==> src/rtl/lsu_macros.svh <==
// ==========================================================
// 12-bit byte addresses with data memory based at address 0
// Peripheral offsets are byte offsets from LSU_PERI_BASE
// ==========================================================
`ifndef LSU_MACROS_SVH
`define LSU_MACROS_SVH

// Widths
`define LSU_ADDR_W      12
`define LSU_DATA_W      32
`define LSU_MASK_W      4
`define LSU_BYTE_W      8

// Address map
`define LSU_DMEM_WORDS  512
`define LSU_PERI_BASE   12'h800
`define LSU_RESV_BASE   12'hA00

// Peripheral register offsets
`define LSU_LCD_OFS     'h00
`define LSU_HEX_OFS     'h20
`define LSU_LEDR_OFS    'h40
`define LSU_LEDG_OFS    'h44
`define LSU_LCD_NUM     8
`define LSU_HEX_NUM     8

// Region select between decoder and load aligner
`define LSU_RGN_DMEM    2'd0
`define LSU_RGN_PERI    2'd1
`define LSU_RGN_RESV    2'd2

// ==========================================================
// Legal byte masks
// ==========================================================
`define LSU_MASK_B0     4'b0001
`define LSU_MASK_B1     4'b0010
`define LSU_MASK_B2     4'b0100
`define LSU_MASK_B3     4'b1000
`define LSU_MASK_H0     4'b0011
`define LSU_MASK_H1     4'b1100
`define LSU_MASK_WORD   4'b1111

`define LSU_MASK_OK(m) ((m) == `LSU_MASK_B0 || (m) == `LSU_MASK_B1 || \
                        (m) == `LSU_MASK_B2 || (m) == `LSU_MASK_B3 || \
                        (m) == `LSU_MASK_H0 || (m) == `LSU_MASK_H1 || \
                        (m) == `LSU_MASK_WORD)

`endif

==> src/rtl/lsu_load_align.sv <==
// ==========================================================
// Lane comes from the byte mask and not from the address
// ==========================================================
`timescale 1ns/100ps
`default_nettype none

`include "lsu_macros.svh"

module lsu_load_align (
        input  logic [1:0]                 region_i,
        input  logic [`LSU_DATA_W-1:0]     dmem_word_i,
        input  logic [`LSU_DATA_W-1:0]     peri_word_i,
        input  logic [`LSU_MASK_W-1:0]     bmask_i,
        output logic [`LSU_DATA_W-1:0]     rd_data_o
);

        logic [`LSU_DATA_W-1:0] src_word;
        logic                   sign_ext;

        function automatic logic [`LSU_DATA_W-1:0] ext_byte(
                input logic [`LSU_BYTE_W-1:0] b,
                input logic                   sgn
        );
                ext_byte = {{(`LSU_DATA_W-`LSU_BYTE_W){sgn & b[`LSU_BYTE_W-1]}}, b};
        endfunction

        function automatic logic [`LSU_DATA_W-1:0] ext_half(
                input logic [2*`LSU_BYTE_W-1:0] h,
                input logic                     sgn
        );
                ext_half = {{(`LSU_DATA_W-2*`LSU_BYTE_W){sgn & h[2*`LSU_BYTE_W-1]}}, h};
        endfunction

        // ==========================================================
        // Region word select
        // ==========================================================
        always_comb begin : word_select
                src_word = '0;
                sign_ext = 1'b0;
                case (region_i)
                        `LSU_RGN_DMEM: begin
                                src_word = dmem_word_i;
                                sign_ext = 1'b1;
                        end
                        `LSU_RGN_PERI: begin
                                src_word = peri_word_i;
                        end
                        // Reserved space reads as zero
                        default: ;
                endcase
        end

        // Lane extraction
        always_comb begin : lane_extract
                case (bmask_i)
                        `LSU_MASK_B0:   rd_data_o = ext_byte(src_word[7:0], sign_ext);
                        `LSU_MASK_B1:   rd_data_o = ext_byte(src_word[15:8], sign_ext);
                        `LSU_MASK_B2:   rd_data_o = ext_byte(src_word[23:16], sign_ext);
                        `LSU_MASK_B3:   rd_data_o = ext_byte(src_word[31:24], sign_ext);
                        `LSU_MASK_H0:   rd_data_o = ext_half(src_word[15:0], sign_ext);
                        `LSU_MASK_H1:   rd_data_o = ext_half(src_word[31:16], sign_ext);
                        `LSU_MASK_WORD: rd_data_o = src_word;
                        default:        rd_data_o = '0;
                endcase
        end

endmodule

`default_nettype wire

==> config.mk <==
export PLATFORM = sky130hd
export DESIGN_NAME = lsu_load_align
export DESIGN_NICKNAME = d
export VERILOG_FILES = /design/src/rtl/lsu_load_align.sv
export VERILOG_INCLUDE_DIRS = /design/src /design/src/rtl
export SDC_FILE = /design/constraint.sdc
export NUM_CORES = 1
export LEC_CHECK = 0
export BUFFER_PORTS_ARGS = -buffer_cell sky130_fd_sc_hd__buf_4
export CAP_MARGIN = 20
export CORE_MARGIN = 5
export CORE_UTILIZATION = 39
export DETAILED_ROUTE_END_ITERATION = 12
export GPL_TIMING_DRIVEN = 0
export PLACE_DENSITY_LB_ADDON = 0.25
export RECOVER_POWER = 25
export SLEW_MARGIN = 25
export SYNTH_ARGS = -nofsm -noshare
export SYNTH_HDL_FRONTEND = slang
export SYNTH_SLANG_ARGS = --single-unit
==> constraint.sdc <==
create_clock -name vclk -period 2.55
set_input_delay 0.51 -clock vclk [all_inputs]
set_output_delay 0.51 -clock vclk [all_outputs]
set_load 0.01 [all_outputs]
==> run metrics <==
crit path launch type=input port; crit path kind=in2out; CTS Hold Buffers Added=0; post-synth top area cell=mux2i_1; GPL Wtd Cong=0.848; worst hold endpoint=rd_data_o[2]; required time worst endpoint=2.04 ns; layout cell share with drive strength beyond 1=50.4%; Net Switching=0.123 mW; sequential cell area=0 sq um; status=finished, final reports clean; vias per inst=5.49; Distinct cells, synth=30; final antenna-violating net count=0; Max Fclk=405 MHz; Fillers=252; most common cell after layout, fill and taps aside=buf_4; Post-Syn Area=1080 sq um; worst path cell trace=buf_2 -> nor4b_4 -> buf_4 -> and2_0 -> nor3_4 -> buf_6 -> nand2_2 -> buf_4; Rel. slew slack=55.0%; Max-cap violations=0; RSZ-0062 raised after global routing=false; syn_nets=218; Synth Warn #=0; Reg power frac=0%; WL final=4250 um; IR drop worst, VDD=97.0 uV; synthesized area per cell=7.32 sq um; CP Data Arrival Time=1.96 ns; ranking of synthesized cells by area=mux2i_1 (30%), a221o_1 (7.4%), nor2_1 (6.6%); Synth top area share=29.6%; combinational power share=100.0%; Static Leak=0.969 nW; Initial Util=40.0%; Worst Hold Depth=4; Die Height=62.7 um; Slew Viols, Final=0; switching share of power=45.1%; antenna cells=0; chip width=62.7 um; num sequential=0; Crit path top cell by count=buf_4; HP Start=dmem_word_i[2]; # IOs=102; Avg WL per Cell=15.4 um; largest net degree at the start of global routing=11; gr usage total=20.0%; Cells after DPL=275; GR Overflow Total=0; post-synthesis sequential area ratio=0%; die area=3930 sq um; Area Growth Syn to Fin=71.2%; drt drc=0; crit path capture type=primary output; count of endpoints failing hold in the final timing report=0; worst-path fanout max=10; DR vias=1520; final setup TNS=0 ns; core area=2710 sq um; TritonRoute pass-1 iters=4; fin crit share=96.8%; minimum clock period=2.47 ns; Non-Filler Instances=277; Setup Viol. Count Final=0; P_int=0.150 mW; clock network power share=0%; synthesized instance count=148; CP max stage delay=0.35 ns; worst-margin pin slew=0.675 ns; HP Class=in2out; global-route wire length before repair=6790 um; Worst path slowest cell=nor3_4; PortBufs=96; Detailed Place HPWL=3490 um; power density over the cells=147 nW/um^2; Clock buffer cells=0; most frequent cells in the layout=buf_4 (98), mux2i_1 (32), nor2_1 (19); initial antenna violation count=0; initial DRC count=66; nets=318; vias in the first global route=1457; Cell Rows=19
cells by family after synthesis:
family          synth area share, %
simple gates                   34.6
mux                            29.6
compound gates                 26.4
buf+inv                        9.35
power groups by stage:
stage / Combinational (mW) / Clock (mW) / Sequential (mW)
floorplan: 0.137 / 0 / 0
global placement: 0.269 / 0 / 0
detailed placement: 0.272 / 0 / 0
CTS: 0.272 / 0 / 0
global route: 0.296 / 0 / 0
finish: 0.273 / 0 / 0
through the flow:
step	instance area (sq um)	hold slack (ns)	power [mW]	setup WS [ns]	util, %
final	1860	1.38	0.273	0.0821	68.5
after global routing	1860	1.40	0.296	0.0178	68.5
after CTS	1840	1.38	0.272	0.0660	68.0
after detailed placement	1840	1.38	0.272	0.0678	68.0
after global placement	1840	1.38	0.269	0.103	68.0
after floorplan	1080	1.23	0.137	0.333	-
per-layer routing:
metal / part of all wire (%) / up-vias / GRT usage (%) / wire, um
met5: 0 / - / 0 / 0
met3: 12 / 6 / 5.76 / 514
li1: - / 763 / - / -
met1: 40 / 657 / 26.6 / 1700
met4: 1.6 / 0 / 2.92 / 67
met2: 46 / 94 / 32.4 / 1970
cells in the mapped netlist, drive strengths merged, types with 2 or more instances:
cell type and n:
a221o 8, a221oi 8, buf 12, clkbuf 3, mux2i 32, nand2 23
nand3b 2, nor2 19, nor3 10, nor3b 3, o21ai 8, o31ai 6
final cells by class:
type | instances | area (sq um) | area share, %
plain buffers | 15 | 101 | 5.46
multi-input cells | 133 | 987 | 53.2
well taps | 31 | 38.8 | 2.09
repair buffers | 98 | 728 | 39.2
worst max-delay path: cells and delay by family:
family        cells  cell delay (ns)
buf+inv           4             0.69
simple gates      4             0.75
how the worst max path moves through the flow:
| stage | start | endpoint | slack (ns) | cells past startpoint |
|---|---|---|---|---|
| global route | region_i[0] | rd_data_o[0] | 0.02 | 7 |
| global placement | bmask_i[0] | rd_data_o[26] | 0.10 | 7 |
| finish | bmask_i[1] | rd_data_o[21] | 0.08 | 8 |
| floorplan | region_i[0] | rd_data_o[21] | 0.33 | 6 |
| detailed placement | bmask_i[0] | rd_data_o[26] | 0.07 | 7 |
| CTS | bmask_i[0] | rd_data_o[21] | 0.07 | 7 |
what timing repair did:
action                                 in CTS  in global routing
gates resized for setup                     0                  1
setup endpoints to repair                   0                 18
setup buffers                               0                  2
endpoints found under the hold margin       0                  0
(Power assumes the default switching activity.)
