--- src/rtl/lsu_macros.svh ---
// ==========================================================
// 12-bit byte addresses with data memory based at address 0
// Peripheral offsets are byte offsets from LSU_PERI_BASE
// ==========================================================
`ifndef LSU_MACROS_SVH
`define LSU_MACROS_SVH

// Widths
`define LSU_ADDR_W      12
`define LSU_DATA_W      32
`define LSU_MASK_W      4
`define LSU_BYTE_W      8

// Address map
`define LSU_DMEM_WORDS  512
`define LSU_PERI_BASE   12'h800
`define LSU_RESV_BASE   12'hA00

// Peripheral register offsets
`define LSU_LCD_OFS     'h00
`define LSU_HEX_OFS     'h20
`define LSU_LEDR_OFS    'h40
`define LSU_LEDG_OFS    'h44
`define LSU_LCD_NUM     8
`define LSU_HEX_NUM     8

// Region select between decoder and load aligner
`define LSU_RGN_DMEM    2'd0
`define LSU_RGN_PERI    2'd1
`define LSU_RGN_RESV    2'd2

// ==========================================================
// Legal byte masks
// ==========================================================
`define LSU_MASK_B0     4'b0001
`define LSU_MASK_B1     4'b0010
`define LSU_MASK_B2     4'b0100
`define LSU_MASK_B3     4'b1000
`define LSU_MASK_H0     4'b0011
`define LSU_MASK_H1     4'b1100
`define LSU_MASK_WORD   4'b1111

`define LSU_MASK_OK(m) ((m) == `LSU_MASK_B0 || (m) == `LSU_MASK_B1 || \
                        (m) == `LSU_MASK_B2 || (m) == `LSU_MASK_B3 || \
                        (m) == `LSU_MASK_H0 || (m) == `LSU_MASK_H1 || \
                        (m) == `LSU_MASK_WORD)

`endif

--- src/rtl/lsu_pkg.sv ---
// ==========================================================
// Field widths follow from the address map in the macros
// ==========================================================
`default_nettype none

`include "lsu_macros.svh"

package lsu_pkg;

        // Byte offset within a word
        localparam int unsigned BOFS_W      = $clog2(`LSU_MASK_W);
        localparam int unsigned DMEM_IDX_W  = $clog2(`LSU_DMEM_WORDS);
        localparam int unsigned DMEM_RGN_W  = `LSU_ADDR_W - DMEM_IDX_W - BOFS_W;

        // Peripheral window runs from LSU_PERI_BASE up to LSU_RESV_BASE
        localparam int unsigned PERI_SPAN_W = $clog2(`LSU_RESV_BASE - `LSU_PERI_BASE);
        localparam int unsigned PERI_RGN_W  = `LSU_ADDR_W - PERI_SPAN_W;
        localparam int unsigned PERI_IDX_W  = PERI_SPAN_W - BOFS_W;

        // One byte address, seen as data memory or peripheral address
        typedef union packed {
                struct packed {
                        logic [DMEM_RGN_W-1:0] region;
                        logic [DMEM_IDX_W-1:0] word_idx;
                        logic [BOFS_W-1:0]     byte_ofs;
                } dmem;
                struct packed {
                        logic [PERI_RGN_W-1:0] region;
                        logic [PERI_IDX_W-1:0] reg_idx;
                        logic [BOFS_W-1:0]     byte_ofs;
                } peri;
        } lsu_addr_u;

endpackage

`default_nettype wire

--- src/rtl/lsu_periph_regs.sv ---
// ==========================================================
// HEX and LED keep byte 0 only, unmapped offsets read zero
// ==========================================================
`timescale 1ns/100ps
`default_nettype none

`include "lsu_macros.svh"

module lsu_periph_regs (
        input  logic                                    clk_i,
        input  logic                                    rst_ni,
        input  logic                                    we_i,
        input  logic [lsu_pkg::PERI_IDX_W-1:0]          reg_idx_i,
        input  logic [`LSU_DATA_W-1:0]                  wr_data_i,
        input  logic [`LSU_MASK_W-1:0]                  bmask_i,
        output logic [`LSU_DATA_W-1:0]                  rd_word_o,
        output logic [`LSU_LCD_NUM*`LSU_DATA_W-1:0]     lcd_o,
        output logic [`LSU_HEX_NUM*`LSU_BYTE_W-1:0]     hex_o,
        output logic [`LSU_BYTE_W-1:0]                  ledr_o,
        output logic [`LSU_BYTE_W-1:0]                  ledg_o
);

        import lsu_pkg::*;

        // Word indices within the peripheral window
        localparam logic [PERI_IDX_W-1:0] LCD_IDX  = PERI_IDX_W'(`LSU_LCD_OFS >> BOFS_W);
        localparam logic [PERI_IDX_W-1:0] HEX_IDX  = PERI_IDX_W'(`LSU_HEX_OFS >> BOFS_W);
        localparam logic [PERI_IDX_W-1:0] LEDR_IDX = PERI_IDX_W'(`LSU_LEDR_OFS >> BOFS_W);
        localparam logic [PERI_IDX_W-1:0] LEDG_IDX = PERI_IDX_W'(`LSU_LEDG_OFS >> BOFS_W);
        localparam int unsigned LCD_SEL_W = $clog2(`LSU_LCD_NUM);
        localparam int unsigned HEX_SEL_W = $clog2(`LSU_HEX_NUM);

        logic [`LSU_LCD_NUM-1:0][`LSU_DATA_W-1:0] lcd_q;
        logic [`LSU_HEX_NUM-1:0][`LSU_BYTE_W-1:0] hex_q;
        logic [`LSU_BYTE_W-1:0]                   ledr_q;
        logic [`LSU_BYTE_W-1:0]                   ledg_q;

        logic                   lcd_hit, hex_hit, ledr_hit, ledg_hit;
        logic [PERI_IDX_W-1:0]  lcd_off, hex_off;
        logic [LCD_SEL_W-1:0]   lcd_sel;
        logic [HEX_SEL_W-1:0]   hex_sel;
        logic                   wr_ok;

        // ==========================================================
        // Offset decode
        // ==========================================================
        assign lcd_off  = reg_idx_i - LCD_IDX;
        assign hex_off  = reg_idx_i - HEX_IDX;
        assign lcd_sel  = lcd_off[LCD_SEL_W-1:0];
        assign hex_sel  = hex_off[HEX_SEL_W-1:0];
        assign lcd_hit  = (reg_idx_i >= LCD_IDX) &&
                          (reg_idx_i < LCD_IDX + PERI_IDX_W'(`LSU_LCD_NUM));
        assign hex_hit  = (reg_idx_i >= HEX_IDX) &&
                          (reg_idx_i < HEX_IDX + PERI_IDX_W'(`LSU_HEX_NUM));
        assign ledr_hit = (reg_idx_i == LEDR_IDX);
        assign ledg_hit = (reg_idx_i == LEDG_IDX);
        assign wr_ok    = we_i && `LSU_MASK_OK(bmask_i);

        // ==========================================================
        // Register writes
        // ==========================================================
        always_ff @(posedge clk_i or negedge rst_ni) begin : reg_write
                if (!rst_ni) begin
                        lcd_q  <= '0;
                        hex_q  <= '0;
                        ledr_q <= '0;
                        ledg_q <= '0;
                end else if (wr_ok) begin
                        // LCD words take every lane in the mask
                        if (lcd_hit) begin
                                for (int k = 0; k < `LSU_MASK_W; k++) begin
                                        if (bmask_i[k]) begin
                                                lcd_q[lcd_sel][k*`LSU_BYTE_W +: `LSU_BYTE_W] <=
                                                        wr_data_i[k*`LSU_BYTE_W +: `LSU_BYTE_W];
                                        end
                                end
                        end
                        if (hex_hit && bmask_i[0]) begin
                                hex_q[hex_sel] <= wr_data_i[`LSU_BYTE_W-1:0];
                        end
                        if (ledr_hit && bmask_i[0]) begin
                                ledr_q <= wr_data_i[`LSU_BYTE_W-1:0];
                        end
                        if (ledg_hit && bmask_i[0]) begin
                                ledg_q <= wr_data_i[`LSU_BYTE_W-1:0];
                        end
                end
        end

        // Word read, byte registers come back zero-extended
        always_comb begin : reg_read
                rd_word_o = '0;
                if (lcd_hit) begin
                        rd_word_o = lcd_q[lcd_sel];
                end else if (hex_hit) begin
                        rd_word_o = `LSU_DATA_W'(hex_q[hex_sel]);
                end else if (ledr_hit) begin
                        rd_word_o = `LSU_DATA_W'(ledr_q);
                end else if (ledg_hit) begin
                        rd_word_o = `LSU_DATA_W'(ledg_q);
                end
        end

        // Pins, LCD word 0 in the lowest bits
        assign lcd_o  = lcd_q;
        assign hex_o  = hex_q;
        assign ledr_o = ledr_q;
        assign ledg_o = ledg_q;

        // LEDs only move on a peripheral store
        a_led_hold: assert property (@(posedge clk_i) disable iff (!rst_ni)
                !we_i |=> ($stable(ledr_q) && $stable(ledg_q)));

endmodule

`default_nettype wire

--- config.mk ---
export PLATFORM = sky130hd
export DESIGN_NAME = lsu_periph_regs
export DESIGN_NICKNAME = d
export VERILOG_FILES = /design/src/rtl/lsu_pkg.sv /design/src/rtl/lsu_periph_regs.sv
export VERILOG_INCLUDE_DIRS = /design/src /design/src/rtl
export SDC_FILE = /design/constraint.sdc
export NUM_CORES = 1
export LEC_CHECK = 0
export ABC_AREA = 1
export BUFFER_PORTS_ARGS = -buffer_cell sky130_fd_sc_hd__buf_2
export CORE_ASPECT_RATIO = 1.1
export CORE_MARGIN = 1.5
export CORE_UTILIZATION = 59
export DETAILED_ROUTE_END_ITERATION = 16
export MAX_ROUTING_LAYER = met4
export PLACE_DENSITY = 0.95
export SYNTH_ARGS = -nofsm -noshare
export SYNTH_HDL_FRONTEND = slang
export SYNTH_SLANG_ARGS = --single-unit
--- constraint.sdc ---
create_clock -name clk_i -period 3.6 [get_ports clk_i]
set_input_delay 0.72 -clock clk_i [delete_from_list [all_inputs] [get_ports clk_i]]
set_output_delay 0.72 -clock clk_i [all_outputs]
set_load 0.1 [all_outputs]
==> impl_metrics.tcl <==
set metrics [dict create \
    status "finished clean" \
    rrSetupSlack_ns 2.74 \
    clock_skew_ns 0 \
    yosys-top-cells-count "nand2_1, dfrtp_1, nand3_1" \
    start_util 0.5977 \
    antenna_found_initial 1 \
    pin_count 414 \
    cp_common_cell "nand3_1" \
    crit_end "rd_word_o[4]" \
    fin_crit_ns 3.350 \
    crit_start "reg_idx_i[1]" \
    synth-edff-count 0 \
    vdd_drop_max_v 0.0004387 \
    max_cap_viol_count 0 \
    syn_nets 2344 \
    fin_setup_tns_ns 0 \
    fmaxAchievable_ghz 0.2985 \
    cts_setup_buffers 0 \
    gp_congestion 1.102 \
    period_share 0.9305 \
    cts_made_buffers 36 \
    place_area_sq_um 20430 \
    worst_hold_slack_ns 0.2169 \
    drt_wl_total_mm 69.73 \
    first_pass_iters 7 \
    synth.area.top_cells "dfrtp_1, nand2_1, o21bai_1, nand3_1, inv_1" \
    finalSetupViolCount 0 \
    cts_tree "yes" \
    syn-cell-area_sq_um 17620 \
    grt_pass1_wl_mm 106.0 \
    rsz0062_at_grt "false" \
    crit_buf_inv 3 \
    cp_slowest_stage_delay_ns 0.47 \
    synthSimpleGateAreaFrac 0.2587 \
    ys_ff_latch 336 \
    yosysSeqAreaShare 0.4771 \
    root_buffer "clkbuf_16" \
    drc 0 \
    core_sq_um 29480 \
    ys.flop_type "dfrtp_1" \
    grt_pass1_vias 18805 \
    hp-class "input pin to asynchronous set/reset pin" \
    worst_r2r_path_depth 3 \
    finalPower_mw 9.967 \
    placed_cells 2954 \
    grt_start_max_net_pins 107 \
    hold_viol 0 \
    postSynthCellCount 2298 \
    cts.sink_count 336 \
    drt_iter0_markers 3482 \
    dpl.hpwl_mm 44.90 \
    cts_buffer_depth 3 \
    slew_viol_final 0 \
    die_y_um 184.3 \
    synth_largest_area_cell "dfrtp_1" \
    vias 19639 \
    critPathMaxFanout 31 \
    final-instance-count-excl-fill 3016 \
    path_cells "buf_2 -> buf_4 -> o21ai_0 -> o211ai_1 -> nand3_1 -> nand3_1 -> buf_12" \
    synth_xor_area_frac 0 \
    drive_gt1_frac 0.2177 \
    crit_arrival_ns 2.63 \
    timing.rr.end "lcd_o[53]$_DFFE_PN0P_" \
    synth_compound_area_frac 0.1694 \
    crit_family "buffers and inverters" \
    final_cell_area_sq_um 21610 \
    row_count 66 \
    synth.area.mux_share 0 \
    synthAdderAreaFrac 0 \
    grt.total_usage 0.4609 \
    synth_top_area_share 0.4771 \
    slowest_stage "buf_4" \
    timing.rr.start "lcd_o[53]$_DFFE_PN0P_" \
    cp.required_ns 2.88 \
    cts_resized 0 \
    yosysMostFrequentCell "nand2_1" \
    wire_per_inst_um 23.12 \
    timing.slew.headroom 0.3841 \
    cp.depth 7 \
    synth_top_family_by_area "simple AND/OR/NAND/NOR gates" \
    syn_area_per_cell_sq_um 7.668 \
    synth_cell_types 27 \
    end_kind "output port" \
    h-tree-depth 2 \
    startpoint_type "input pin" \
    ys_warn_count 0 \
    portBuffers 413 \
    layout.nets 2664 \
    grt-ovfl-total 0 \
    die_w_um 167.8 \
    powerDensity_nw_per_um2 461.2 \
    worst_pin_slew_ns 0.9238 \
    synthArstFlopShare 1.000 \
    area_growth_pct 22.64 \
    die_area_sq_um 30910 \
    clock_latency_ns 0.52 \
    crit_type "input pin to output port" \
    fill_cells 2021 \
    viasPerCell 6.512 \
    clk_pin_slew_ns 0.05 \
    cts_hold_buf 0 \
    ant_nets 0 \
    power.leakage_nw 10.76 \
]
## stage by stage
stage          worst slack, ns  utilization
2_1_floorplan           0.1751            -
3_3_place_gp            0.4843       0.6931
3_5_place_dp            0.4542       0.6931
4_1_cts                 0.4376       0.7330
5_1_grt                 0.2444       0.7331
6_report                0.2502       0.7331
## worst register-to-register path: stages (launching register included)
cell      delay [ns]
dfrtp_1         0.45
inv_1           0.09
o21bai_1        0.12
nand2_1         0.08
## cell families (layout without fill, tap and decap cells)
logic type             after synthesis  after routing
flip-flops                         336            336
other                                0              1
AND/OR/NAND/NOR                   1064           1064
AO/OA/AOI/OAI                      473            473
buffers and inverters              425            768
## area by class of cell
class	count	area (sq um)	share of cell area
Tap cell	374	467.9	0.02165
Timing Repair Buffer	463	3008	0.1392
Sequential cell	336	8408	0.3890
Clock inverter	12	165.2	0.007642
Clock buffer	49	1011	0.04678
Antenna cell	1	2.502	0.0001158
Inverter	244	915.9	0.04238
Multi-Input combinational cell	1537	7634	0.3532
## power by group
part / total [mW] / internal, mW / switching, mW
combinational: 2.11 / 0.345 / 1.77
sequential: 4.04 / 3.91 / 0.132
clock: 3.81 / 2.25 / 1.56
## worst min path at each step
stage	from	end	slack (ns)	cells after the start
after floorplan	rst_ni	hex_o[0]$_DFFE_PN0P_	0.42	0
after global placement	hex_o[33]$_DFFE_PN0P_	hex_o[33]$_DFFE_PN0P_	0.48	2
after detailed placement	hex_o[33]$_DFFE_PN0P_	hex_o[33]$_DFFE_PN0P_	0.49	2
after CTS	rst_ni	lcd_o[230]$_DFFE_PN0P_	0.33	1
after global routing	rst_ni	lcd_o[170]$_DFFE_PN0P_	0.32	1
final	rst_ni	lcd_o[202]$_DFFE_PN0P_	0.22	1
## layout by cell type (no fill, tap or decap), types with 5 or more instances in the layout
cell type	instances
buf_2	380
nor2_2	34
a211oi_1	24
clkbuf_1	8
nand2_1	676
inv_2	9
o21bai_1	192
nor2_1	39
dfrtp_1	336
inv_1	230
nor2_4	6
clkinv_2	6
nand4_1	47
nand3_1	252
o21ai_0	145
a21oi_1	81
buf_4	44
clkbuf_16	37
buf_12	38
clkinv_1	5
o211ai_1	29
## per-layer routing
layer  up-vias  routed length [um]  global-route usage
li1       8078                   -                   -
met1      8992               22440              0.5377
met2      1975               30760              0.6900
met3       594               10430              0.1299
met4         0                6103              0.3268
met5         -                   0                   -
## state kept, by name, indices dropped and copies added (netlist names)
| register | flops |
|---|---|
| ledg_o | 8 |
| hex_o | 64 |
| lcd_o | 256 |
| ledr_o | 8 |
Power figures use the tool's default switching activity.
